--- config.mk ---
export PLATFORM = sky130hd
export DESIGN_NAME = reservation_station_flat
export DESIGN_NICKNAME = d
export VERILOG_FILES = /design/src/tomasulo_pkg.sv /design/src/tomasulo_itf.sv /design/src/reservation_station.sv /design/src/flat_wrapper.sv
export SDC_FILE = /design/constraint.sdc
export NUM_CORES = 1
export LEC_CHECK = 0
export ABC_AREA = 0
export BUFFER_PORTS_ARGS = -buffer_cell sky130_fd_sc_hd__buf_2
export CORE_AREA = 5 5 163 165
export CTS_CLUSTER_DIAMETER = 150
export DETAILED_ROUTE_END_ITERATION = 16
export DIE_AREA = 0 0 168 170
export RECOVER_POWER = 50
export SLEW_MARGIN = 20
export SYNTH_ARGS = -nofsm -noshare
export SYNTH_HDL_FRONTEND = slang
export SYNTH_SLANG_ARGS = --single-unit
--- constraint.sdc ---
create_clock -name clk -period 4.7 [get_ports clk]
set_clock_uncertainty 0.15 [all_clocks]
set_input_delay 0.94 -clock clk [delete_from_list [all_inputs] [get_ports clk]]
set_output_delay 0.94 -clock clk [all_outputs]
set_load 0.01 [all_outputs]
--- src/tomasulo_pkg.sv ---
package tomasulo_pkg;

    ////////////////////////////////////////////////////////////////////////////
    // core sizing
    ////////////////////////////////////////////////////////////////////////////

    localparam int ROB_DEPTH = 8;
    localparam int TAG_W     = 3;
    localparam int NUM_RS    = 2;

    typedef logic [31:0] rv32i_word;

    // only the major opcodes this core executes
    typedef enum logic [6:0] {
        op_imm = 7'b0010011,
        op_reg = 7'b0110011,
        op_lui = 7'b0110111
    } rv32i_opcode;

    typedef struct packed {
        logic [6:0] funct7;
        logic [4:0] rs2;
        logic [4:0] rs1;
        logic [2:0] funct3;
        logic [4:0] rd;
        logic [6:0] opcode;
    } r_fmt_t;

    typedef struct packed {
        logic [11:0] imm12;
        logic [4:0]  rs1;
        logic [2:0]  funct3;
        logic [4:0]  rd;
        logic [6:0]  opcode;
    } i_fmt_t;

    // same fetched word, register or immediate layout
    typedef union packed {
        r_fmt_t r_fmt;
        i_fmt_t i_fmt;
    } instr_u;

    ////////////////////////////////////////////////////////////////////////////
    // reservation station word
    ////////////////////////////////////////////////////////////////////////////

    typedef struct packed {
        logic [2:0] funct3;
        logic       funct7_b5;
        logic       is_lui;
    } res_op_t;

    // operand either ready or waiting on a rob tag
    typedef struct packed {
        logic [TAG_W-1:0] tag;
        rv32i_word        data;
        logic             valid;
    } res_src_t;

    typedef struct packed {
        res_op_t          operation;
        res_src_t         src1;
        res_src_t         src2;
        logic [TAG_W-1:0] rd_tag;
    } res_word;

endpackage
--- src/tomasulo_itf.sv ---
`timescale 1ns/1ps

// issue path from fetch into rob, register file and stations
interface issue_itf import tomasulo_pkg::*; ();
    logic              rob_load;
    logic [NUM_RS-1:0] rs_load;
    logic [4:0]        rd;
    logic [4:0]        rs1;
    logic [4:0]        rs2;
    res_word           word;
    logic              rob_full;
    logic [TAG_W-1:0]  curr_tag;
    res_src_t          src1;
    res_src_t          src2;
    logic [NUM_RS-1:0] rs_empty;

    modport fetch   (output rob_load, rs_load, rd, rs1, rs2, word,
                     input  rob_full, curr_tag, src1, src2, rs_empty);
    modport rob     (input  rob_load, rd, output rob_full, curr_tag);
    modport regfile (input  rob_load, rd, rs1, rs2, curr_tag, output src1, src2);
    modport station (input  word);
endinterface

// results by tag, watched by everyone waiting on an operand
interface cdb_itf import tomasulo_pkg::*; ();
    logic [NUM_RS-1:0]             exec;
    logic [NUM_RS-1:0][TAG_W-1:0]  tag;
    rv32i_word [NUM_RS-1:0]        result;
    logic [ROB_DEPTH-1:0]          done;
    rv32i_word [ROB_DEPTH-1:0]     slot_data;
    logic                          clear;
    logic [TAG_W-1:0]              clear_tag;

    modport station  (input  done, slot_data);
    modport alu_side (input  exec, tag, result, clear, clear_tag, output done, slot_data);
    modport rob      (input  done, slot_data, output clear, clear_tag);
    modport regfile  (input  done, slot_data);
endinterface

--- src/reservation_station.sv ---
`timescale 1ns/1ps

module reservation_station import tomasulo_pkg::*; (
    input  logic       clk,
    input  logic       arst_n_i,
    input  logic       load_i,
    issue_itf.station  iss,
    cdb_itf.station    bus,
    output logic       empty_o,
    output logic       exec_o,
    output res_word    alu_word_o
);

    logic    busy_q;
    res_word word_q;
    res_word base;
    res_word word_d;

    // pick up a waiting operand once its tag is done
    function automatic res_src_t capture(
        input res_src_t                  src,
        input logic [ROB_DEPTH-1:0]      done,
        input rv32i_word [ROB_DEPTH-1:0] slots
    );
        res_src_t upd;
        upd = src;
        if (!src.valid && done[src.tag]) begin
            upd.data  = slots[src.tag];
            upd.valid = 1'b1;
        end
        return upd;
    endfunction

    always_comb begin
        base        = load_i ? iss.word : word_q;
        word_d      = base;
        word_d.src1 = capture(base.src1, bus.done, bus.slot_data);
        word_d.src2 = capture(base.src2, bus.done, bus.slot_data);
    end

    // fire as soon as both operands are present
    assign exec_o     = busy_q && word_q.src1.valid && word_q.src2.valid;
    assign empty_o    = !busy_q;
    assign alu_word_o = word_q;

    always_ff @(posedge clk or negedge arst_n_i) begin
        if (!arst_n_i) begin
            busy_q <= 1'b0;
        end else if (load_i) begin
            busy_q <= 1'b1;
        end else if (exec_o) begin
            busy_q <= 1'b0;
        end
    end

    always_ff @(posedge clk) begin
        if (load_i || busy_q) begin
            word_q <= word_d;
        end
    end

endmodule

--- src/flat_wrapper.sv ---
// flat-port wrapper written by rule: the top's interface ports become plain ports
module reservation_station_flat import tomasulo_pkg::*;
  (clk, arst_n_i, load_i, empty_o, exec_o, alu_word_o, iss_word, bus_done, bus_slot_data);
  issue_itf iss_i ();
  cdb_itf bus_i ();
  input  logic clk;
  input  logic arst_n_i;
  input  logic load_i;
  output logic empty_o;
  output logic exec_o;
  output res_word alu_word_o;
  input wire logic [$bits(iss_i.word)-1:0] iss_word;
  input wire logic [$bits(bus_i.done)-1:0] bus_done;
  input wire logic [$bits(bus_i.slot_data)-1:0] bus_slot_data;
  assign iss_i.word = iss_word;
  assign bus_i.done = bus_done;
  assign bus_i.slot_data = bus_slot_data;
  reservation_station u_core (.clk(clk), .arst_n_i(arst_n_i), .load_i(load_i), .iss(iss_i), .bus(bus_i), .empty_o(empty_o), .exec_o(exec_o), .alu_word_o(alu_word_o));
endmodule
==> After elaboration in Yosys (flattened, before gate mapping) <==
Cells that the tools add are included.
{ "word_totals": {"latch_bits": 0, "regBits": 81, "n_memories": 0, "rom_bits": 0, "ramBits": 0, "out_inout_bits": 82} }
{ "op_classes": {"n_lt_le_gt_ge": 2, "reduce_logical": 14, "n_eq_ne": 0, "mux": 13, "n_bitwise": 0, "mul": 0, "n_div": 0, "shift": 0, "add_sub_neg": 0} }
{ "ops": {"columns": ["cell", "n"], "rows": [
  ["binary-select mux 32 bit (select 3 bit)", 2],
  ["2-to-1 mux 75 bit", 1],
  ["2-to-1 mux 33 bit", 2],
  ["2-to-1 mux 32 bit", 2],
  ["less-than comparator 3 x 4 -> 1 bit, second input constant", 2],
  ["binary-select mux 1 bit (select 3 bit)", 2],
  ["AND reduction 2 bit", 3],
  ["nonzero test 2 bit", 3],
  ["logical AND 1 bit", 4],
  ["2-to-1 mux 1 bit", 4],
  ["zero test 1 bit", 3],
  ["logical OR 1 bit", 1]
]} }

==> Logic depth before layout (Yosys ltp) <==
Gate-level depths: netlist of run 1.
{ "logic_depth": {"ltp_word": 6, "depth_mapped": 11, "ltp_nobuf": 7} }

==> Worst setup path after synthesis of run 1 <==
OpenSTA, ideal clock, no wires.
{ "synth_timing": {"kind": "input port to flip-flop", "startpoint": "input port load_i", "endpoint": "register u_core.word_q, in the netlist u_core.alu_word_o[40], enable pin", "n_path_buf": 2, "required_ns": 4.080, "setup_slack_ns": -0.267, "stages": 7, "arrival_ns": 4.347, "path_cell_list": "buf_6 nor2b_1 a32o_1 o32ai_1 nor3_2 buf_2 o31ai_1"} }
{ "synth_via": {"elab_chain_cells": 6, "word_cells_on_any_way": 8} }
{ "synth_rtl": {"columns": ["item", "line", "rtl"], "rows": [
  ["start: declaration", "flat_wrapper.sv:8", "input logic load_i;"],
  ["2-to-1 mux 75 bit", "reservation_station.sv:35", "base = load_i ? iss.word : word_q;"],
  ["binary-select mux 1 bit (select 3 bit)", "reservation_station.sv:27", "if (!src.valid && done[src.tag]) begin"],
  ["2-to-1 mux 1 bit (implied by the code)", "reservation_station.sv:27", null],
  ["logical AND 1 bit", "reservation_station.sv:27", null],
  ["nonzero test 2 bit (no source line)", null, null],
  ["AND reduction 2 bit (no source line) *", null, null],
  ["end signal: assignment", "reservation_station.sv:58", "word_q <= word_d;"],
  ["end: declaration", "reservation_station.sv:15", "res_word word_q;"]
]} }
Mark *: on every way between the ends. The rest lies on a longest branch, timed or not. The select of a mux whose other input is x is not followed.
A chain may end at the register's enable or synchronous reset.

==> results of run 1 <==
logic make-up (layout without fill, tap and decap cells):
family,Yosys count,count (layout),synth area share
AO/OA/AOI/OAI,207,207,0.1794
other,0,17,0
flip-flops,81,81,0.2949
buffers and inverters,123,483,0.07631
AND/OR/NAND/NOR,665,665,0.3417
multiplexers,64,64,0.1076
how the worst min path moves through the flow:
stage                        startpoint             to  slack (ns)  cells past startpoint
final                          arst_n_i  u_core.busy_q        0.20                      1
after global placement    u_core.busy_q  u_core.busy_q        0.49                      2
after global routing           arst_n_i  u_core.busy_q        0.18                      1
after floorplan           u_core.busy_q  u_core.busy_q        0.46                      2
after CTS                      arst_n_i  u_core.busy_q        0.18                      1
after detailed placement  u_core.busy_q  u_core.busy_q        0.51                      2
final cells by class:
class / count / area [um^2]
Tap cell: 330 / 412.9
Fill cell: 2594 / 14130
Clock inverter: 7 / 62.56
Sequential cell: 81 / 2427
Clock buffer: 9 / 225.2
Inverter: 10 / 42.54
Multi-Input combinational cell: 936 / 5234
Timing Repair Buffer: 457 / 2312
Antenna cell: 17 / 42.54
synthesized netlist by cell type, types with 18 or more instances:
cell type / number
a31oi_1: 56
edfxtp_1: 80
buf_2: 52
and3_1: 57
clkbuf_1: 34
mux2i_1: 43
nand3_1: 110
nand2_1: 480
o211ai_1: 35
a311oi_1: 55
o21ai_1: 34
mux4_2: 18
cell usage in the layout (no fill, tap or decap), drive strengths merged, types with 4 or more instances in the layout:
| cell | netlist | final |
|---|---|---|
| a311oi | 55 | 55 |
| o21ai | 40 | 40 |
| mux4 | 18 | 18 |
| mux2i | 46 | 46 |
| nor2b | 6 | 6 |
| edfxtp | 80 | 80 |
| nand3 | 110 | 110 |
| buf | 79 | 372 |
| diode | 0 | 17 |
| nand2 | 480 | 480 |
| a31oi | 56 | 56 |
| a211oi | 4 | 4 |
| o211ai | 35 | 35 |
| nor3 | 4 | 4 |
| clkbuf | 34 | 94 |
| inv | 10 | 14 |
| nor2 | 4 | 4 |
| and3 | 57 | 57 |
| a21oi | 6 | 6 |
layer usage:
metal | share of wire | wire length (um)
met1 | 0.39 | 15810
met2 | 0.48 | 19300
met4 | 0.030 | 1216
met3 | 0.098 | 3934
met5 | 0.00032 | 13
power by group:
group | internal, mW | total (mW) | switching [mW]
clock network | 0.372 | 0.743 | 0.371
logic | 0.552 | 1.50 | 0.951
registers | 0.935 | 0.997 | 0.0623
total | 1.86 | 3.24 | 1.38
sequential cells by signal, indices dropped and copies added, names as in the netlist:
| register | cells |
|---|---|
| u_core.alu_word_o | 80 |
| u_core.busy_q | 1 |
==> metrics.txt, run 1 <==
DR DRC count 0; Post-CTS Setup Bufs 0; Req. time, crit path 4.65 ns; crit path DAT 4.00 ns; Worst Path Buf+Inv 3; clock buffer depth 2; Yosys top cell area share 0.2919; GR Layer Usage met3 0.05110; Post-synth EDFFs 80; PostCTS Resize Cnt 0; Hold Crit Class input pin to asynchronous set/reset pin; Max Fclk 246.4 MHz; Synth Flop Type edfxtp_1; share of layout cells above drive strength 1 0.2813; grt ovf 0; vias in the first global route 10,069; CTS H-tree lvls 3; CTS tree yes; Setup crit end u_core.alu_word_o[5]; CTS Hold Bufs 0; GRT met1 Usage 0.3444; register area share after synthesis 0.2949; status complete, but fails checks; DP Worst Slack 0.8649 ns; Die Width 168 um; CTS root buffer clkbuf_16; I/O pin count 429; row count 58; endpoint class of the critical path flip-flop; Finished Cell Area 0.01076 mm^2; r2r worst-path depth 7; Synth Warn # 0; GRT Total Usage 0.2628; Hold WS 0.1960 ns; worst r2r dst u_core.alu_word_o[51]; first-pass iteration count of the detailed router 5; DRT antenna net count 0; fin crit share 0.8635; FF+latch count, synth 81; HPWL after DPL 29.44 mm; Mapped Cells 1,140; power per cell area 301.4 mW/mm^2; CP top delay family buffers and inverters; placed cell count 1,814; final non-filler cell total 1,847; max_cap viols 1; final hold viol count 0; clock slew at reported path FFs 0.08 ns; Die Span Y 170 um; die area 0.02856 mm^2; Area after DPL 0.01059 mm^2; syn nets 1,487; IO buf count 428; clock sink count 81; post-layout worst setup margin 0.6418 ns; sequence of cells on the critical path buf_4, buf_4, mux2i_4, clkbuf_2, a311oi_1, a31oi_1, mux2i_1; Syn-to-layout area delta 30.72%; Layout Nets 1,842; CORE AREA 0.02489 mm^2; critical path fanouts, max 65; VDD IR max 197.4 uV; critical path depth 7; first-pass GRT wire length 59.20 mm; Num CTS Buffers 9; final setup vio count 0; vias per cell 5.702; overall routed net length 40.27 mm; biggest area consumer among synthesized cells edfxtp_1; Synth area leaders edfxtp_1 (29%), nand2_1 (22%), nand3_1 (6.7%), a311oi_1 (5.9%), mux2i_1 (5.2%); Synth Cell Area 0.008230 mm^2; Synth Area per Inst 7.220 um^2; Starting Density 0.3307; worst slew pin tran 1.734 ns; post-layout util 0.4322; critical path startpoint load_i; critical path type input pin to flip-flop; violated checks capacitance limit, slew limit; critical path's slowest cell clkbuf_2; Iter 0 DRT Violations 1,233; fin. max-slew vios 66; initial antenna violation count 15; GR Util met2 0.4317; GPL Wtd Cong 0.9292; asr flop ratio synth 0.01235; Max stage delay on crit path 1.28 ns; Most Crowded Layer GR met2; DR WL/cell 21.80 um; reg-to-reg critical path startpoint u_core.alu_word_o[74]; Crit path top cell by count buf_4; largest net degree at the start of global routing 112; Worst-Skew Late Latency 0.35 ns; Netlist cell types 39; R2R setup slack 1.50 ns; CP Launch Type input pin; LEAKAGE 4.964 nW; RSZ-0062 raised after global routing false; DR vias 10,531; setup TNS 0 ns; Total Power 3.243 mW; fin crit period 4.058 ns; Slew Limit Headroom -0.1563
Power figures use the tool's default switching activity.
==> run 2, diff against run 1 <==
--- a/config.mk
+++ b/config.mk
@@ -5,12 +5,13 @@
 export SDC_FILE = /design/constraint.sdc
 export NUM_CORES = 1
 export LEC_CHECK = 0
-export ABC_AREA = 0
+export ABC_AREA = 1
 export BUFFER_PORTS_ARGS = -buffer_cell sky130_fd_sc_hd__buf_2
-export CORE_AREA = 5 5 163 165
+export CORE_MARGIN = 5
+export CORE_UTILIZATION = 40
 export CTS_CLUSTER_DIAMETER = 150
 export DETAILED_ROUTE_END_ITERATION = 16
-export DIE_AREA = 0 0 168 170
+export PLACE_DENSITY = 0.71
 export RECOVER_POWER = 50
 export SLEW_MARGIN = 20
 export SYNTH_ARGS = -nofsm -noshare
==> run 2 against run 1 <==
  * The run still ends with capacitance limit, slew limit left
  * Flip-flop and latch count unchanged
  * Critical path depth rose by 3
  * Via count up 31%
  * Utilization up 6.1 points
  * Sequential share of layout area fell by 3.4 points
==> metrics.txt, run 2 <==
PostCTS Resize Cnt 0 (unchanged); first-pass iteration count of the detailed router 6 (+1); RSZ-0062 raised after global routing false; crit path DAT 4.10 ns (+0.10 ns); # diodes 0 (-17); fin crit period 4.050 ns (-0.008531 ns); GRT Total Usage 0.2960 (+0.03314); Starting Density 0.4023 (+0.07161); Syn-to-layout area delta 22.55%; status complete, but fails checks; DR vias 13,802 (+31%); Yosys top cell area share 0.3452 (+0.05328); most common cell in the synthesized netlist nand2_1; Netlist cell types 23 (-41%); grt ovf 0 (unchanged); fill count 2,874 (+11%); Synth Area per Inst 5.261 um^2 (-27%); FF+latch count, synth 81 (unchanged); vias per cell 5.238 (-8.1%); Synth area leaders nand2_1 (35%), edfxtp_1 (23%), nand3_1 (21%), inv_1 (12%), buf_2 (4.0%); power per cell area 289.6 mW/mm^2 (-3.9%); Synth Flop Type edfxtp_1; asr flop ratio synth 0.01235 (unchanged); Mapped Cells 1,970 (+73%); DRT antenna net count 0 (unchanged); post-layout worst setup margin 0.6503 ns (+0.008531 ns); Req. time, crit path 4.75 ns (+0.10 ns); Iter 0 DRT Violations 1,915 (+55%); Max Fclk 246.9 MHz (+0.21%); DR WL/cell 17.64 um (-19%); R2R setup slack 1.29 ns (-0.21 ns); largest net degree at the start of global routing 130 (+16%); VDD IR max 268.7 uV (+36%); CTS H-tree lvls 3 (unchanged); commonest cells after routing, fill and taps aside nand2_1 (953), nand3_1 (436), buf_2 (343); clock buffer depth 2 (unchanged); Synth Cell Area 0.01036 mm^2 (+26%); syn nets 2,317 (+56%); Area after DPL 0.01249 mm^2 (+18%); biggest area consumer among synthesized cells nand2_1; worst slew pin tran 2.211 ns (+0.4770 ns); Setup crit end u_core.alu_word_o[20]; CTS tree yes; LEAKAGE 8.055 nW (+62%); top cells by count, synth nand2_1 (953), nand3_1 (436), inv_1 (339), buf_2 (82), edfxtp_1 (80); final setup vio count 0 (unchanged); Die Width 171.0 um (+1.8%); violated checks capacitance limit, slew limit; most common cell after layout, fill and taps aside nand2_1; first-pass GRT wire length 68.96 mm (+16%); Worst-Skew Late Latency 0.33 ns (-0.02 ns); HPWL after DPL 34.75 mm (+18%); max_cap viols 1 (unchanged); Post-synth EDFFs 80 (unchanged); DP Worst Slack 0.7099 ns (-0.1550 ns); critical path type input pin to flip-flop; initial antenna violation count 0 (-15); row count 59 (+1.7%); Slew Limit Headroom -0.4743 (-0.3180); final hold viol count 0 (unchanged); r2r worst-path depth 9 (+2); endpoint class of the critical path flip-flop; CP Launch Type input pin; share of layout cells above drive strength 1 0.1722 (-0.1092); Layout Nets 2,642 (+43%); fin. max-slew vios 42 (-36%); clock sink count 81 (unchanged); reg-to-reg critical path startpoint u_core.alu_word_o[37]; DR DRC count 0 (unchanged); CTS Hold Bufs 0 (unchanged); Die Span Y 171.0 um (+0.57%); GPL Wtd Cong 0.9303 (+0.12%); worst r2r dst u_core.alu_word_o[20]; Synth Warn # 0 (unchanged); CORE AREA 0.02576 mm^2 (+3.5%); Hold WS 0.2164 ns (+0.02033 ns); Hold Crit Class input pin to asynchronous set/reset pin; critical path startpoint load_i; vias in the first global route 12,565 (+25%); fin crit share 0.8616 (-0.001815); Finished Cell Area 0.01270 mm^2 (+18%); max reg flops 80 (unchanged); CTS root buffer clkbuf_16; setup TNS 0 ns (unchanged); I/O pin count 429 (unchanged); die area 0.02923 mm^2 (+2.3%); IO buf count 428 (unchanged); critical path fanouts, max 41 (-37%); overall routed net length 46.47 mm (+15%); clock slew at reported path FFs 0.06 ns (-0.02 ns); register area share after synthesis 0.2342 (-0.06071); Num CTS Buffers 9 (unchanged); Post-CTS Setup Bufs 0 (unchanged)
## run 2: metrics by stage
step,instances,power [mW],utilization
3_5_place_dp,2619,2.881,0.4847
2_1_floorplan,1970,2.191,-
4_1_cts,2635,3.686,0.4980
5_1_grt,2635,3.896,0.4930
3_3_place_gp,2619,2.863,0.4847
6_report,2635,3.679,0.4930
## run 2: kinds of logic after synthesis
| family | Yosys count | share of synthesized area |
|---|---|---|
| buf+inv | 476 | 0.1936 |
| flops | 81 | 0.2342 |
| simple gates | 1405 | 0.5656 |
| compound gates | 7 | 0.005190 |
| mux | 1 | 0.001328 |
## run 2: area by class of cell
type	count	area, um^2	share of cell area
Clock buffer	10	229.0	0.01803
Timing Repair Buffer	449	2241	0.1764
Clock inverter	6	115.1	0.009063
Tap cell	335	419.2	0.03300
Inverter	341	1285	0.1012
Sequential cell	81	2427	0.1911
Multi-Input combinational cell	1413	5984	0.4712
## run 2: worst max-delay path, cell delays in order
cell	delay (ns)
buf_4	0.37
nand2_1	0.18
o21ai_0	0.15
clkbuf_1	1.62
nand3_1	0.22
nand2_1	0.18
nand2_1	0.07
nand2_1	0.18
nand2_1	0.09
nand2_1	0.07
## run 2: per-layer routing
metal,part of all wire,GRT usage
met5,0,0
met4,0.028,0.07854
met3,0.11,0.03027
met2,0.44,0.4602
met1,0.42,0.4383
## run 2: power breakdown
| group | switching, mW | leakage (nW) | total, mW | internal (mW) |
|---|---|---|---|---|
| clock | 0.281 | 0.164 | 0.804 | 0.523 |
| combinational | 1.28 | 7.05 | 1.83 | 0.556 |
| sequential | 0.0672 | 0.837 | 1.04 | 0.975 |
| total | 1.62 | 8.05 | 3.68 | 2.05 |
## run 2: worst min-delay path by stage
stage | cells after the start | slack, ns | end | from
final | 1 | 0.22 | u_core.busy_q | arst_n_i
after global routing | 1 | 0.23 | u_core.busy_q | arst_n_i
after CTS | 1 | 0.22 | u_core.busy_q | arst_n_i
after detailed placement | 2 | 0.51 | u_core.busy_q | u_core.busy_q
after global placement | 2 | 0.56 | u_core.busy_q | u_core.busy_q
after floorplan | 0 | 0.49 | u_core.busy_q | arst_n_i
