[src/tomasulo_pkg.sv]
package tomasulo_pkg;

    ////////////////////////////////////////////////////////////////////////////
    // core sizing
    ////////////////////////////////////////////////////////////////////////////

    localparam int ROB_DEPTH = 8;
    localparam int TAG_W     = 3;
    localparam int NUM_RS    = 2;

    typedef logic [31:0] rv32i_word;

    // only the major opcodes this core executes
    typedef enum logic [6:0] {
        op_imm = 7'b0010011,
        op_reg = 7'b0110011,
        op_lui = 7'b0110111
    } rv32i_opcode;

    typedef struct packed {
        logic [6:0] funct7;
        logic [4:0] rs2;
        logic [4:0] rs1;
        logic [2:0] funct3;
        logic [4:0] rd;
        logic [6:0] opcode;
    } r_fmt_t;

    typedef struct packed {
        logic [11:0] imm12;
        logic [4:0]  rs1;
        logic [2:0]  funct3;
        logic [4:0]  rd;
        logic [6:0]  opcode;
    } i_fmt_t;

    // same fetched word, register or immediate layout
    typedef union packed {
        r_fmt_t r_fmt;
        i_fmt_t i_fmt;
    } instr_u;

    ////////////////////////////////////////////////////////////////////////////
    // reservation station word
    ////////////////////////////////////////////////////////////////////////////

    typedef struct packed {
        logic [2:0] funct3;
        logic       funct7_b5;
        logic       is_lui;
    } res_op_t;

    // operand either ready or waiting on a rob tag
    typedef struct packed {
        logic [TAG_W-1:0] tag;
        rv32i_word        data;
        logic             valid;
    } res_src_t;

    typedef struct packed {
        res_op_t          operation;
        res_src_t         src1;
        res_src_t         src2;
        logic [TAG_W-1:0] rd_tag;
    } res_word;

endpackage
[src/tomasulo_itf.sv]


// results by tag, watched by everyone waiting on an operand
interface cdb_itf import tomasulo_pkg::*; ();
    logic [NUM_RS-1:0]             exec;
    logic [NUM_RS-1:0][TAG_W-1:0]  tag;
    rv32i_word [NUM_RS-1:0]        result;
    logic [ROB_DEPTH-1:0]          done;
    rv32i_word [ROB_DEPTH-1:0]     slot_data;
    logic                          clear;
    logic [TAG_W-1:0]              clear_tag;

    modport station  (input  done, slot_data);
    modport alu_side (input  exec, tag, result, clear, clear_tag, output done, slot_data);
    modport rob      (input  done, slot_data, output clear, clear_tag);
    modport regfile  (input  done, slot_data);
endinterface

[src/cdb.sv]
`timescale 1ns/1ps

module cdb import tomasulo_pkg::*; (
    input logic      clk,
    input logic      arst_n_i,
    cdb_itf.alu_side bus
);

    logic [ROB_DEPTH-1:0]      done_q;
    rv32i_word [ROB_DEPTH-1:0] slot_q;

    // one slot per rob tag, so no arbitration between alus
    always_ff @(posedge clk or negedge arst_n_i) begin
        if (!arst_n_i) begin
            done_q <= '0;
        end else begin
            if (bus.clear) begin
                done_q[bus.clear_tag] <= 1'b0;
            end
            for (int k = 0; k < NUM_RS; k++) begin
                if (bus.exec[k]) begin
                    done_q[bus.tag[k]] <= 1'b1;
                end
            end
        end
    end

    always_ff @(posedge clk) begin
        for (int k = 0; k < NUM_RS; k++) begin
            if (bus.exec[k]) begin
                slot_q[bus.tag[k]] <= bus.result[k];
            end
        end
    end

    assign bus.done      = done_q;
    assign bus.slot_data = slot_q;

endmodule

[src/flat_wrapper.sv]
// flat-port wrapper written by rule: the top's interface ports become plain ports
module cdb_flat import tomasulo_pkg::*;
  (clk, arst_n_i, bus_exec, bus_tag, bus_result, bus_clear, bus_clear_tag, bus_done, bus_slot_data);
  cdb_itf bus_i ();
  input logic clk;
  input logic arst_n_i;
  input wire logic [$bits(bus_i.exec)-1:0] bus_exec;
  input wire logic [$bits(bus_i.tag)-1:0] bus_tag;
  input wire logic [$bits(bus_i.result)-1:0] bus_result;
  input wire logic [$bits(bus_i.clear)-1:0] bus_clear;
  input wire logic [$bits(bus_i.clear_tag)-1:0] bus_clear_tag;
  output wire logic [$bits(bus_i.done)-1:0] bus_done;
  output wire logic [$bits(bus_i.slot_data)-1:0] bus_slot_data;
  assign bus_i.exec = bus_exec;
  assign bus_i.tag = bus_tag;
  assign bus_i.result = bus_result;
  assign bus_i.clear = bus_clear;
  assign bus_i.clear_tag = bus_clear_tag;
  assign bus_done = bus_i.done;
  assign bus_slot_data = bus_i.slot_data;
  cdb u_core (.clk(clk), .arst_n_i(arst_n_i), .bus(bus_i));
endmodule
[config.mk]
export PLATFORM = sky130hd
export DESIGN_NAME = cdb_flat
export DESIGN_NICKNAME = d
export VERILOG_FILES = /design/src/tomasulo_pkg.sv /design/src/tomasulo_itf.sv /design/src/cdb.sv /design/src/flat_wrapper.sv
export SDC_FILE = /design/constraint.sdc
export NUM_CORES = 1
export LEC_CHECK = 0
export ABC_CLOCK_PERIOD_IN_PS = 800
export BUFFER_PORTS_ARGS = -buffer_cell sky130_fd_sc_hd__buf_2
export CELL_PAD_IN_SITES_DETAIL_PLACEMENT = 2
export CELL_PAD_IN_SITES_GLOBAL_PLACEMENT = 2
export CORE_MARGIN = 2
export CORE_UTILIZATION = 30
export DETAILED_ROUTE_END_ITERATION = 8
export PLACE_DENSITY = 0.79
export SYNTH_ARGS = -nofsm -noshare
export SYNTH_HDL_FRONTEND = slang
export SYNTH_SLANG_ARGS = --single-unit
[constraint.sdc]
create_clock -name clk -period 0.8 [get_ports clk]
set_input_delay 0.16 -clock clk [delete_from_list [all_inputs] [get_ports clk]]
set_output_delay 0.16 -clock clk [all_outputs]
set_load 0.05 [all_outputs]
After elaboration in Yosys (flattened, before gate mapping):

Cells that the tools add are included.

* memory bits (read-only): 0
* word-level logic and storage cells: 39
* input port bits: 78
* latch bits: 0
* memories: 0
* register bits after elaboration: 264
* RAM bits: 0

* eq/ne operators: 0
* shift-type cells: 0
* reduce and logical (&&, ||, !) cells: 3
* multiply operators: 0
* $add $sub $neg: 0
* bitwise operators: 4
* divide/modulo/power cells: 0
* mux-type cells: 17
* order comparisons: 6

Operators with widths (count)
* $bwmux W256: 2
* $mux W256: 2
* $demux W32 S3: 2
* $mux W32: 2
* $mux W8: 3
* $or A8 B8 Y8: 2
* $lt A3 B4 Y1 const B: 3
* $demux W1 S3: 3
* $ge A3 B1 Y1 const B: 3
* $and A8 B8 Y8: 1
* $not A8 Y8: 1
* $logic_and A1 B1 Y1: 3
* $mux W1: 3

Depth between registers and ports, before layout:

Gate-level depths: netlist of run 1.

* word-level depth: 11
* depth in mapped cells: 5

Worst setup path before layout of run 1:

No wires, ideal clock.

* path type: input to register
* start: in bus_tag[2]
* end: reg u_core.slot_q, in the netlist u_core.bus.slot_data[25]
* stages: 5
* library setup time: 0.116 ns
* arrival: 1.015 ns
* required time: 0.684 ns
* slack: -0.331 ns
* buffers on the path: 2
* path through: nor4b_2 buf_6 buf_12 mux2i_1 o21ai_2

* longest elaborated chain between the ends: 8

RTL lines
* from (decl): RTL line flat_wrapper.sv:8 `input wire logic [$bits(bus_i.tag)-1:0] bus_tag;`
* $lt A3 B4 Y1 (not written as such) or $ge A3 B1 Y1 (tied branches): RTL line cdb.sv:31 `slot_q[bus.tag[k]] <= bus.result[k];`
* $logic_and A1 B1 Y1 (not written as such): RTL line cdb.sv:31
* $mux W32 (not written as such): RTL line cdb.sv:31
* $demux W32 S3 *
* $bwmux W256 *: RTL line cdb.sv:31
* $mux W256 *: RTL line cdb.sv:30 `if (bus.exec[k]) begin`
* $bwmux W256: RTL line cdb.sv:31
* $mux W256 *: RTL line cdb.sv:30
* to (signal, indexed assignment): RTL line cdb.sv:31
* to (decl): RTL line cdb.sv:10 `rv32i_word [ROB_DEPTH-1:0] slot_q;`

Mark *: on every way between the ends. The rest lies on a longest branch, timed or not.

Final worst setup path of run 1:

* start: reg u_core.done_q[6] (netlist: u_core.bus.done[6])
* end: out bus_done[6]

RTL lines
* from (decl): RTL line cdb.sv:9 `logic [ROB_DEPTH-1:0] done_q;`
* from (signal assigned): RTL line cdb.sv:15 `done_q <= '0;`
* from (signal, indexed assignment): RTL line cdb.sv:18 `done_q[bus.clear_tag] <= 1'b0;`
* from (signal, indexed assignment): RTL line cdb.sv:22 `done_q[bus.tag[k]] <= 1'b1;`
* to (decl): RTL line flat_wrapper.sv:12 `output wire logic [$bits(bus_i.done)-1:0] bus_done;`

No word-level cell between the ends.

==> results of run 1 <==
==> area by class of cell <==
cell class / count / area (um2) / share of cell area [%]
clock buffers: 47 / 946 / 4.54
well taps: 511 / 639 / 3.07
flip-flops and latches: 264 / 5830 / 27.9
diodes: 1 / 2.50 / 0.0120
multi-input cells: 809 / 6150 / 29.5
repair buffers: 553 / 7210 / 34.6
clock inverters: 9 / 75.1 / 0.360
==> cell families (layout without fill, tap and decap cells) <==
group	Yosys count	in the layout
and+or+nand+nor	289	289
AOI/OAI and AO/OA	264	264
DFF	264	264
muxes	256	256
buffers and inverters	151	609
other	0	1
==> placed cells by master (no fill, tap or decap), types with 5 or more instances in the layout <==
cell	synthesis	routed
sky130_fd_sc_hd__clkbuf_16	0	48
sky130_fd_sc_hd__dfxtp_2	0	187
sky130_fd_sc_hd__dfxtp_4	0	69
sky130_fd_sc_hd__buf_6	16	66
sky130_fd_sc_hd__nor2_1	132	131
sky130_fd_sc_hd__clkbuf_8	0	11
sky130_fd_sc_hd__mux2i_2	0	28
sky130_fd_sc_hd__mux2i_1	256	174
sky130_fd_sc_hd__and4bb_4	0	5
sky130_fd_sc_hd__a21oi_1	128	105
sky130_fd_sc_hd__dlygate4sd3_1	0	50
sky130_fd_sc_hd__buf_8	3	237
sky130_fd_sc_hd__o21ai_2	7	26
sky130_fd_sc_hd__buf_12	3	53
sky130_fd_sc_hd__clkbuf_4	0	7
sky130_fd_sc_hd__clkbuf_1	15	5
sky130_fd_sc_hd__nand4b_1	6	6
sky130_fd_sc_hd__buf_16	0	5
sky130_fd_sc_hd__o21ai_1	109	107
sky130_fd_sc_hd__clkinv_2	0	6
sky130_fd_sc_hd__nand2_1	134	133
sky130_fd_sc_hd__buf_4	28	53
sky130_fd_sc_hd__dfrtp_2	0	6
sky130_fd_sc_hd__buf_2	46	64
sky130_fd_sc_hd__a21oi_2	0	23
sky130_fd_sc_hd__mux2i_4	0	54
==> worst min-delay path, stage by stage <==
cell,delay [ns]
sky130_fd_sc_hd__buf_2,0.18
sky130_fd_sc_hd__mux2i_1,0.15
sky130_fd_sc_hd__o21ai_1,0.06
==> per-layer routing <==
metal | track usage, % | up-vias | share of wire [%]
met4 | 13.7 | 4 | 5.5
met5 | 0 | - | 0.032
met1 | 32.2 | 6211 | 36
met3 | 7.68 | 225 | 7.1
li1 | - | 5040 | -
met2 | 55.8 | 572 | 51
==> state kept, by name, summed over array words and instances (netlist names) <==
register / count
u_core.bus.slot_data: 256
u_core.bus.done: 8
==> how the worst max path moves through the flow <==
stage                             from                        end  slack, ns  depth (start not counted)
floorplan                   bus_tag[2]   u_core.bus.slot_data[25]      -0.31                          5
global placement            bus_tag[1]  u_core.bus.slot_data[188]      -0.65                          5
detailed placement          bus_tag[1]  u_core.bus.slot_data[183]      -0.71                          5
CTS                 u_core.bus.done[5]                bus_done[5]      -0.52                          1
global route        u_core.bus.done[6]                bus_done[6]      -0.57                          1
finish              u_core.bus.done[6]                bus_done[6]      -0.55                          1
==> per-stage QoR <==
stage | setup WS (ns) | total power [uW] | instances | TNS [ns] | cell area, um2
2_1_floorplan | -0.307 | 32800 | 1224 | -46.55 | 11800
3_3_place_gp | -0.646 | 37500 | 1963 | -135.17 | 13600
3_5_place_dp | -0.713 | 38200 | 1963 | -147.82 | 13600
4_1_cts | -0.518 | 60800 | 2117 | -119.15 | 18400
5_1_grt | -0.567 | 68600 | 2194 | -151.14 | 20800
6_report | -0.553 | 67000 | 2194 | -142.35 | 20800
==> power by group <==
part	leakage (uW)	switching, uW	internal [uW]
registers	0.00227	3860	17200
logic	0.00606	18000	12800
clock network	0.000505	6710	8420
total	0.00884	28500	38400
==> what timing repair did <==
| item | 4_1_cts | 5_1_grt |
|---|---|---|
| setup buffers | 42 | 68 |
| gates resized for setup | 938 | 350 |
| setup endpoints to repair | 336 | 447 |
| hold endpoints to repair | 258 | 0 |
| hold buffers | 51 | 0 |
| pin swaps | 3 | 52 |
| gates cloned | 5 | 18 |
==> flow_summary_export.csv, run 1 <==
group,metric,value,unit
status,run_status,"finished with violations",
status,violations,"setup timing",
hold_path,worstHoldEndpoint,"u_core.bus.slot_data[67]",
setup_path,timing.critical_path.slowest_stage_cell,"sky130_fd_sc_hd__dfrtp_2",
placed_design,total_of_buffers_placed_on_input_and_output_ports,341,
synth,yosys.area_share.simple,10.7,%
sta,final_period_minus_worst_setup_slack,1.35,ns
setup_path,rr_worst_depth,4,
placed_design,place_hpwl,32.5,mm
clock_tree,buffer_levels_on_the_longest_clock_path,3,
finish,num-fill-cells,3453,
drt,wl,77.0,mm
setup_path,crit_path_start_kind,"register",
synth,post_synth_mux_area_share,22.5,%
clock_tree,clock_pin_slew_on_the_worst_setup_and_hold_paths,0.07,ns
setup_path,path_max_fanout,2,
setup_path,crit_chain,"buf_6",
sta,worst_slew_margin_rel,71.7,%
synth,syn-cell-area,0.0114,mm2
synth,synth_common_cells,"sky130_fd_sc_hd__dfxtp_1 (256), sky130_fd_sc_hd__mux2i_1 (256), sky130_fd_sc_hd__nand2_1 (134)",
synth,synth_area_leaders,"sky130_fd_sc_hd__dfxtp_1 (45%), sky130_fd_sc_hd__mux2i_1 (23%), sky130_fd_sc_hd__a21oi_1 (5.6%), sky130_fd_sc_hd__o21ai_1 (4.8%), sky130_fd_sc_hd__nand2_1 (4.4%)",
sta,fin_hold_ws,0.0341,ns
synth,synth.yosys.seq_area_share,46.8,%
placed_design,finalWeightedCongestion,0.823,
clock_tree,cts_made_buffers,31,
sta,setup_viol,478,
synth,dominantRegCellSynth,"sky130_fd_sc_hd__dfxtp_1",
synth,synth-adder-area-share,0,%
setup_path,timing.critical_path.max_delay_family,"flip-flops",
die,num_rows,71,
die,die_area,0.0395,mm2
hold_path,worst_hold_path_startpoint,"bus_result[3]",
global_route,grt_start_max_net_pins,41,
synth,post_syn_area_per_cell,9.30,um2
sta,setup_ws,-0.553,ns
clock_tree,clk_root_buffer_cell,"sky130_fd_sc_hd__clkbuf_16",
clock_tree,number_of_sinks_handled_by_clock_tree_synthesis,264,
setup_path,timing.critical_path.to_type,"output port",
die,io-pin-count,342,
setup_path,worst-setup-path-type,"reg -> out",
synth,synth_xor_area_share,0,%
finish,layout-area-overhead-vs-synth,83.1,%
drt,ant_nets,0,
drt,routedWlPerCell,35.1,um
global_route,grt_overflow_total,0,
clock_tree,cts-htree-levels,1,
synth,synth-async-reset-ratio,3.03,%
synth,yosys.cell_types.count,26,
synth,synth_edf_count,0,
clock_tree,tritoncts,"done",
synth,synth-warning-count,0,
global_route,antenna_found_initial,3,
synth,flops_latches_synth,264,
flow_run,cap_viol_max_count,0,
hold_path,hold_path.class,"in -> reg",
finish,layout-drive-gt1-share,57.1,%
synth,synth_cells,1224,
sta,final.setup_skew,0,ns
drt,drtIter0Drc,746,
synth,synthDominantAreaCellType,"sky130_fd_sc_hd__dfxtp_1",
power,power.ir.vdd_worst,2010,uV
drt,drc_violations,0,
synth,yosysTopAreaCellShare,45.0,%
sta,maxSlewViolCount,0,
setup_path,crit-reg2reg-capture,"u_core.bus.slot_data[80]",
clock_tree,clk-insertion-delay-late,0.57,ns
sta,final_clock_period_utilization_by_the_worst_path,169,%
die,dieWidth,199,um
power,power_density,3210,mW/mm2
die,die_height,199,um
sta,rsz0062_at_grt,"true",
synth,synthesized_area_fraction_occupied_by_ao_oa_aoi_and_oai_cells,11.9,%
drt,via_count,12100,
finish,count_of_nets_after_finishing,1737,
sta,worst_slew_pin_slew,0.424,ns
power,p_leak,0.00884,uW
synth,synthesis.nets,1302,
setup_path,r2r_slack,-0.23,ns
hold_path,worst_hold_path.num_cells,3,
drt,drt-vias-per-instance,5.49,
global_route,number_of_global_route_vias_before_repair,12800,
die,start_util,30.4,%
global_route,grt_pass1_wl,87.9,mm
setup_path,critical_path.n_buffers_inverters,1,
setup_path,worstReg2RegStart,"u_core.bus.slot_data[80]",
drt,dr.pass1.iters,6,
sta,finalHoldViolCount,0,
synth,synth_top_family_by_area,"multiplexers",
setup_path,critPathRequiredTime,0.64,ns
sta,highest_clock_rate,0.739,GHz
finish,final_core_area_utilization,55.6,%
setup_path,worst_path_largest_cell_delay,0.44,ns
setup_path,cp_data_arrival_time,1.19,ns
global_route,global_route_total_usage_across_every_layer,30.2,%
die,core_region_area,0.0375,mm2
(Power assumes the default switching activity.)
==> inputs of run 2 (changes only) <==
- ABC_AREA: not set -> 1
- CELL_PAD_IN_SITES_DETAIL_PLACEMENT: 2 -> 1
- CELL_PAD_IN_SITES_GLOBAL_PLACEMENT: 2 -> 1
- CORE_UTILIZATION: 30 -> 36
- PLACE_DENSITY: 0.79 -> 0.8
==> run 2 against run 1 <==
  * The run still ends with setup timing left
  * Clock-buffer cell count grew 1
  * Maximum frequency is essentially flat
  * Non-clock buffer count shrank 14
  * Clock power is essentially flat
  * Clock skew is the same
  * Worst hold slack lost 0.014 ns
  * Cell area grew 5.6%
  * Synthesized cell count grew 68%
  * Die area shrank 6.0%
  * Combinational power is essentially flat
==> flow_summary_export.csv, run 2 <==
group,metric,value,unit
status,run_status,"finished with violations",
status,violations,"setup timing",
die,start_util,36.3,%
setup_path,worst-setup-path-type,"reg -> out",
synth,flops_latches_synth,264,
clock_tree,tritoncts,"done",
sta,final_period_minus_worst_setup_slack,1.35,ns
flow_run,cap_viol_max_count,0,
synth,post_syn_area_per_cell,6.23,um2
synth,synth-async-reset-ratio,3.03,%
clock_tree,clk_root_buffer_cell,"sky130_fd_sc_hd__clkbuf_16",
setup_path,critical_path.n_buffers_inverters,1,
setup_path,crit_path_start_kind,"register",
setup_path,cp_data_arrival_time,1.19,ns
synth,synth.yosys.seq_area_share,41.5,%
finish,final-instance-count-excl-fill,2965,
sta,maxSlewViolCount,0,
sta,setup_viol,295,
setup_path,worst_path_largest_cell_delay,0.45,ns
placed_design,numPlacedInstances,2831,
sta,worst_slew_pin_slew,0.341,ns
sta,worst_slew_margin_rel,77.3,%
global_route,grt_pass1_wl,108,mm
placed_design,place_area,0.0171,mm2
drt,drc_violations,0,
drt,wl,79.9,mm
synth,synthesis.nets,2137,
sta,rsz0062_at_grt,"true",
hold_path,hold_path.class,"in -> reg",
die,num_rows,69,
die,io-pin-count,342,
synth,yosys.cell_types.count,14,
sta,setup_ws,-0.553,ns
drt,via_count,17000,
global_route,number_of_global_route_vias_before_repair,17900,
clock_tree,clk-insertion-delay-late,0.57,ns
power,power.ir.vdd_worst,1930,uV
clock_tree,clock_pin_slew_on_the_worst_setup_and_hold_paths,0.06,ns
drt,drtIter0Drc,1564,
finish,layout.cells.most_common_list,"sky130_fd_sc_hd__nand2_1 (786), sky130_fd_sc_hd__nand3_1 (385), sky130_fd_sc_hd__inv_1 (273)",
synth,synth_area_leaders,"sky130_fd_sc_hd__dfxtp_1 (40%), sky130_fd_sc_hd__nand2_1 (24%), sky130_fd_sc_hd__nand3_1 (19%), sky130_fd_sc_hd__inv_1 (8.8%), sky130_fd_sc_hd__buf_2 (2.4%)",
drt,drt-vias-per-instance,5.72,
power,p_total,66800,uW
synth,synth_edf_count,0,
clock_tree,buffer_levels_on_the_longest_clock_path,3,
drt,dr.pass1.iters,6,
placed_design,finalWeightedCongestion,0.876,
synth,synthDominantAreaCellType,"sky130_fd_sc_hd__dfxtp_1",
setup_path,path_max_fanout,2,
clock_tree,cts-htree-levels,1,
synth,synth_common_cells,"sky130_fd_sc_hd__nand2_1 (825), sky130_fd_sc_hd__nand3_1 (488), sky130_fd_sc_hd__inv_1 (299)",
setup_path,crit_chain,"buf_6",
finish,layout_commonest_cell,"sky130_fd_sc_hd__nand2_1",
finish,max_reg_flops,256,
setup_path,timing.critical_path.slowest_stage_cell,"sky130_fd_sc_hd__dfrtp_2",
global_route,antenna_found_initial,4,
setup_path,timing.critical_path.max_delay_family,"flip-flops",
placed_design,total_of_buffers_placed_on_input_and_output_ports,341,
sta,highest_clock_rate,0.739,GHz
synth,syn-cell-area,0.0128,mm2
synth,synth-warning-count,0,
global_route,grt_start_max_net_pins,37,
sta,final.setup_skew,0,ns
finish,num-fill-cells,4146,
finish,design_area,0.0220,mm2
finish,count_of_nets_after_finishing,2554,
finish,layout-area-overhead-vs-synth,71.7,%
synth,synth_cells,2059,
synth,yosysMostFrequentCell,"sky130_fd_sc_hd__nand2_1",
drt,routedWlPerCell,26.9,um
power,power_density,3030,mW/mm2
setup_path,timing.critical_path.to_type,"output port",
finish,layout-drive-gt1-share,40.2,%
global_route,grt_overflow_total,0,
die,die_area,0.0371,mm2
sta,final_clock_period_utilization_by_the_worst_path,169,%
sta,finalHoldViolCount,0,
finish,sequential_cell_area,0.00588,mm2
power,p_leak,0.0114,uW
drt,ant_nets,0,
placed_design,place_hpwl,42.4,mm
die,die_height,193,um
synth,yosysTopAreaCellShare,40.0,%
sta,timing.setup.tns,-119.17,ns
die,dieWidth,193,um
finish,multi_input_comb_area,0.00637,mm2
global_route,global_route_total_usage_across_every_layer,38.5,%
clock_tree,cts_made_buffers,31,
sta,fin_hold_ws,0.0199,ns
clock_tree,number_of_sinks_handled_by_clock_tree_synthesis,264,
die,core_region_area,0.0353,mm2
synth,dominantRegCellSynth,"sky130_fd_sc_hd__dfxtp_1",
setup_path,critPathRequiredTime,0.64,ns
run 2: where the power goes:
part / internal (uW) / switching, uW
combinational: 11900 / 18900
sequential: 17200 / 3830
clock: 8610 / 6330
total: 37700 / 29100
run 2: area by class of cell:
class / instances / share of cell area (%)
inverter: 309 / 5.39
timing repair buffer: 539 / 31.7
clock buffer: 48 / 4.04
tap: 461 / 2.62
sequential: 264 / 26.7
clock inverter: 10 / 0.614
antenna: 3 / 0.0341
multi-input combinational: 1331 / 28.9
run 2: per-stage QoR:
step / util (%) / setup WS [ns]
floorplan: - / -0.128
global placement: 48.4 / -0.503
detailed placement: 48.4 / -0.532
finish: 62.3 / -0.553
global route: 62.3 / -0.582
CTS: 60.0 / -0.551
run 2: path summary, 6_finish.rpt:
path                                             endpoint  cells after the start                       from  slack (ns)
worst max register to register  u_core.bus.slot_data[143]                      4  u_core.bus.slot_data[143]       -0.19
worst min register to register  u_core.bus.slot_data[178]                      4  u_core.bus.slot_data[178]        0.55
worst min-delay path                   u_core.bus.done[6]                      4           bus_clear_tag[2]        0.02
worst max-delay path                          bus_done[7]                      1         u_core.bus.done[7]       -0.55
min in group asynchronous              u_core.bus.done[3]                      3                   arst_n_i        0.53
max in group asynchronous              u_core.bus.done[5]                      3                   arst_n_i        0.05
run 2: cell families after synthesis:
logic type / synth area share (%)
buffers and inverters: 14.6
DFF: 41.5
and+or+nand+nor: 43.5
AOI/OAI and AO/OA: 0.312
run 2: routing by layer:
metal,wire [um],vias to the layer above,global-route usage [%]
li1,-,7104,-
met1,27100,8178,42.1
met2,38100,1190,67.2
met3,7780,479,8.58
met4,6900,0,24.5
met5,0,-,0
run 2: what timing repair did:
| item | CTS | global route |
|---|---|---|
| endpoints found under the setup margin | 264 | 335 |
| hold buffers | 36 | 0 |
| resized for setup | 852 | 204 |
| gates cloned | 0 | 3 |
| setup buffers | 13 | 24 |
| endpoints found under the hold margin | 265 | 0 |
| pin swaps | 0 | 31 |
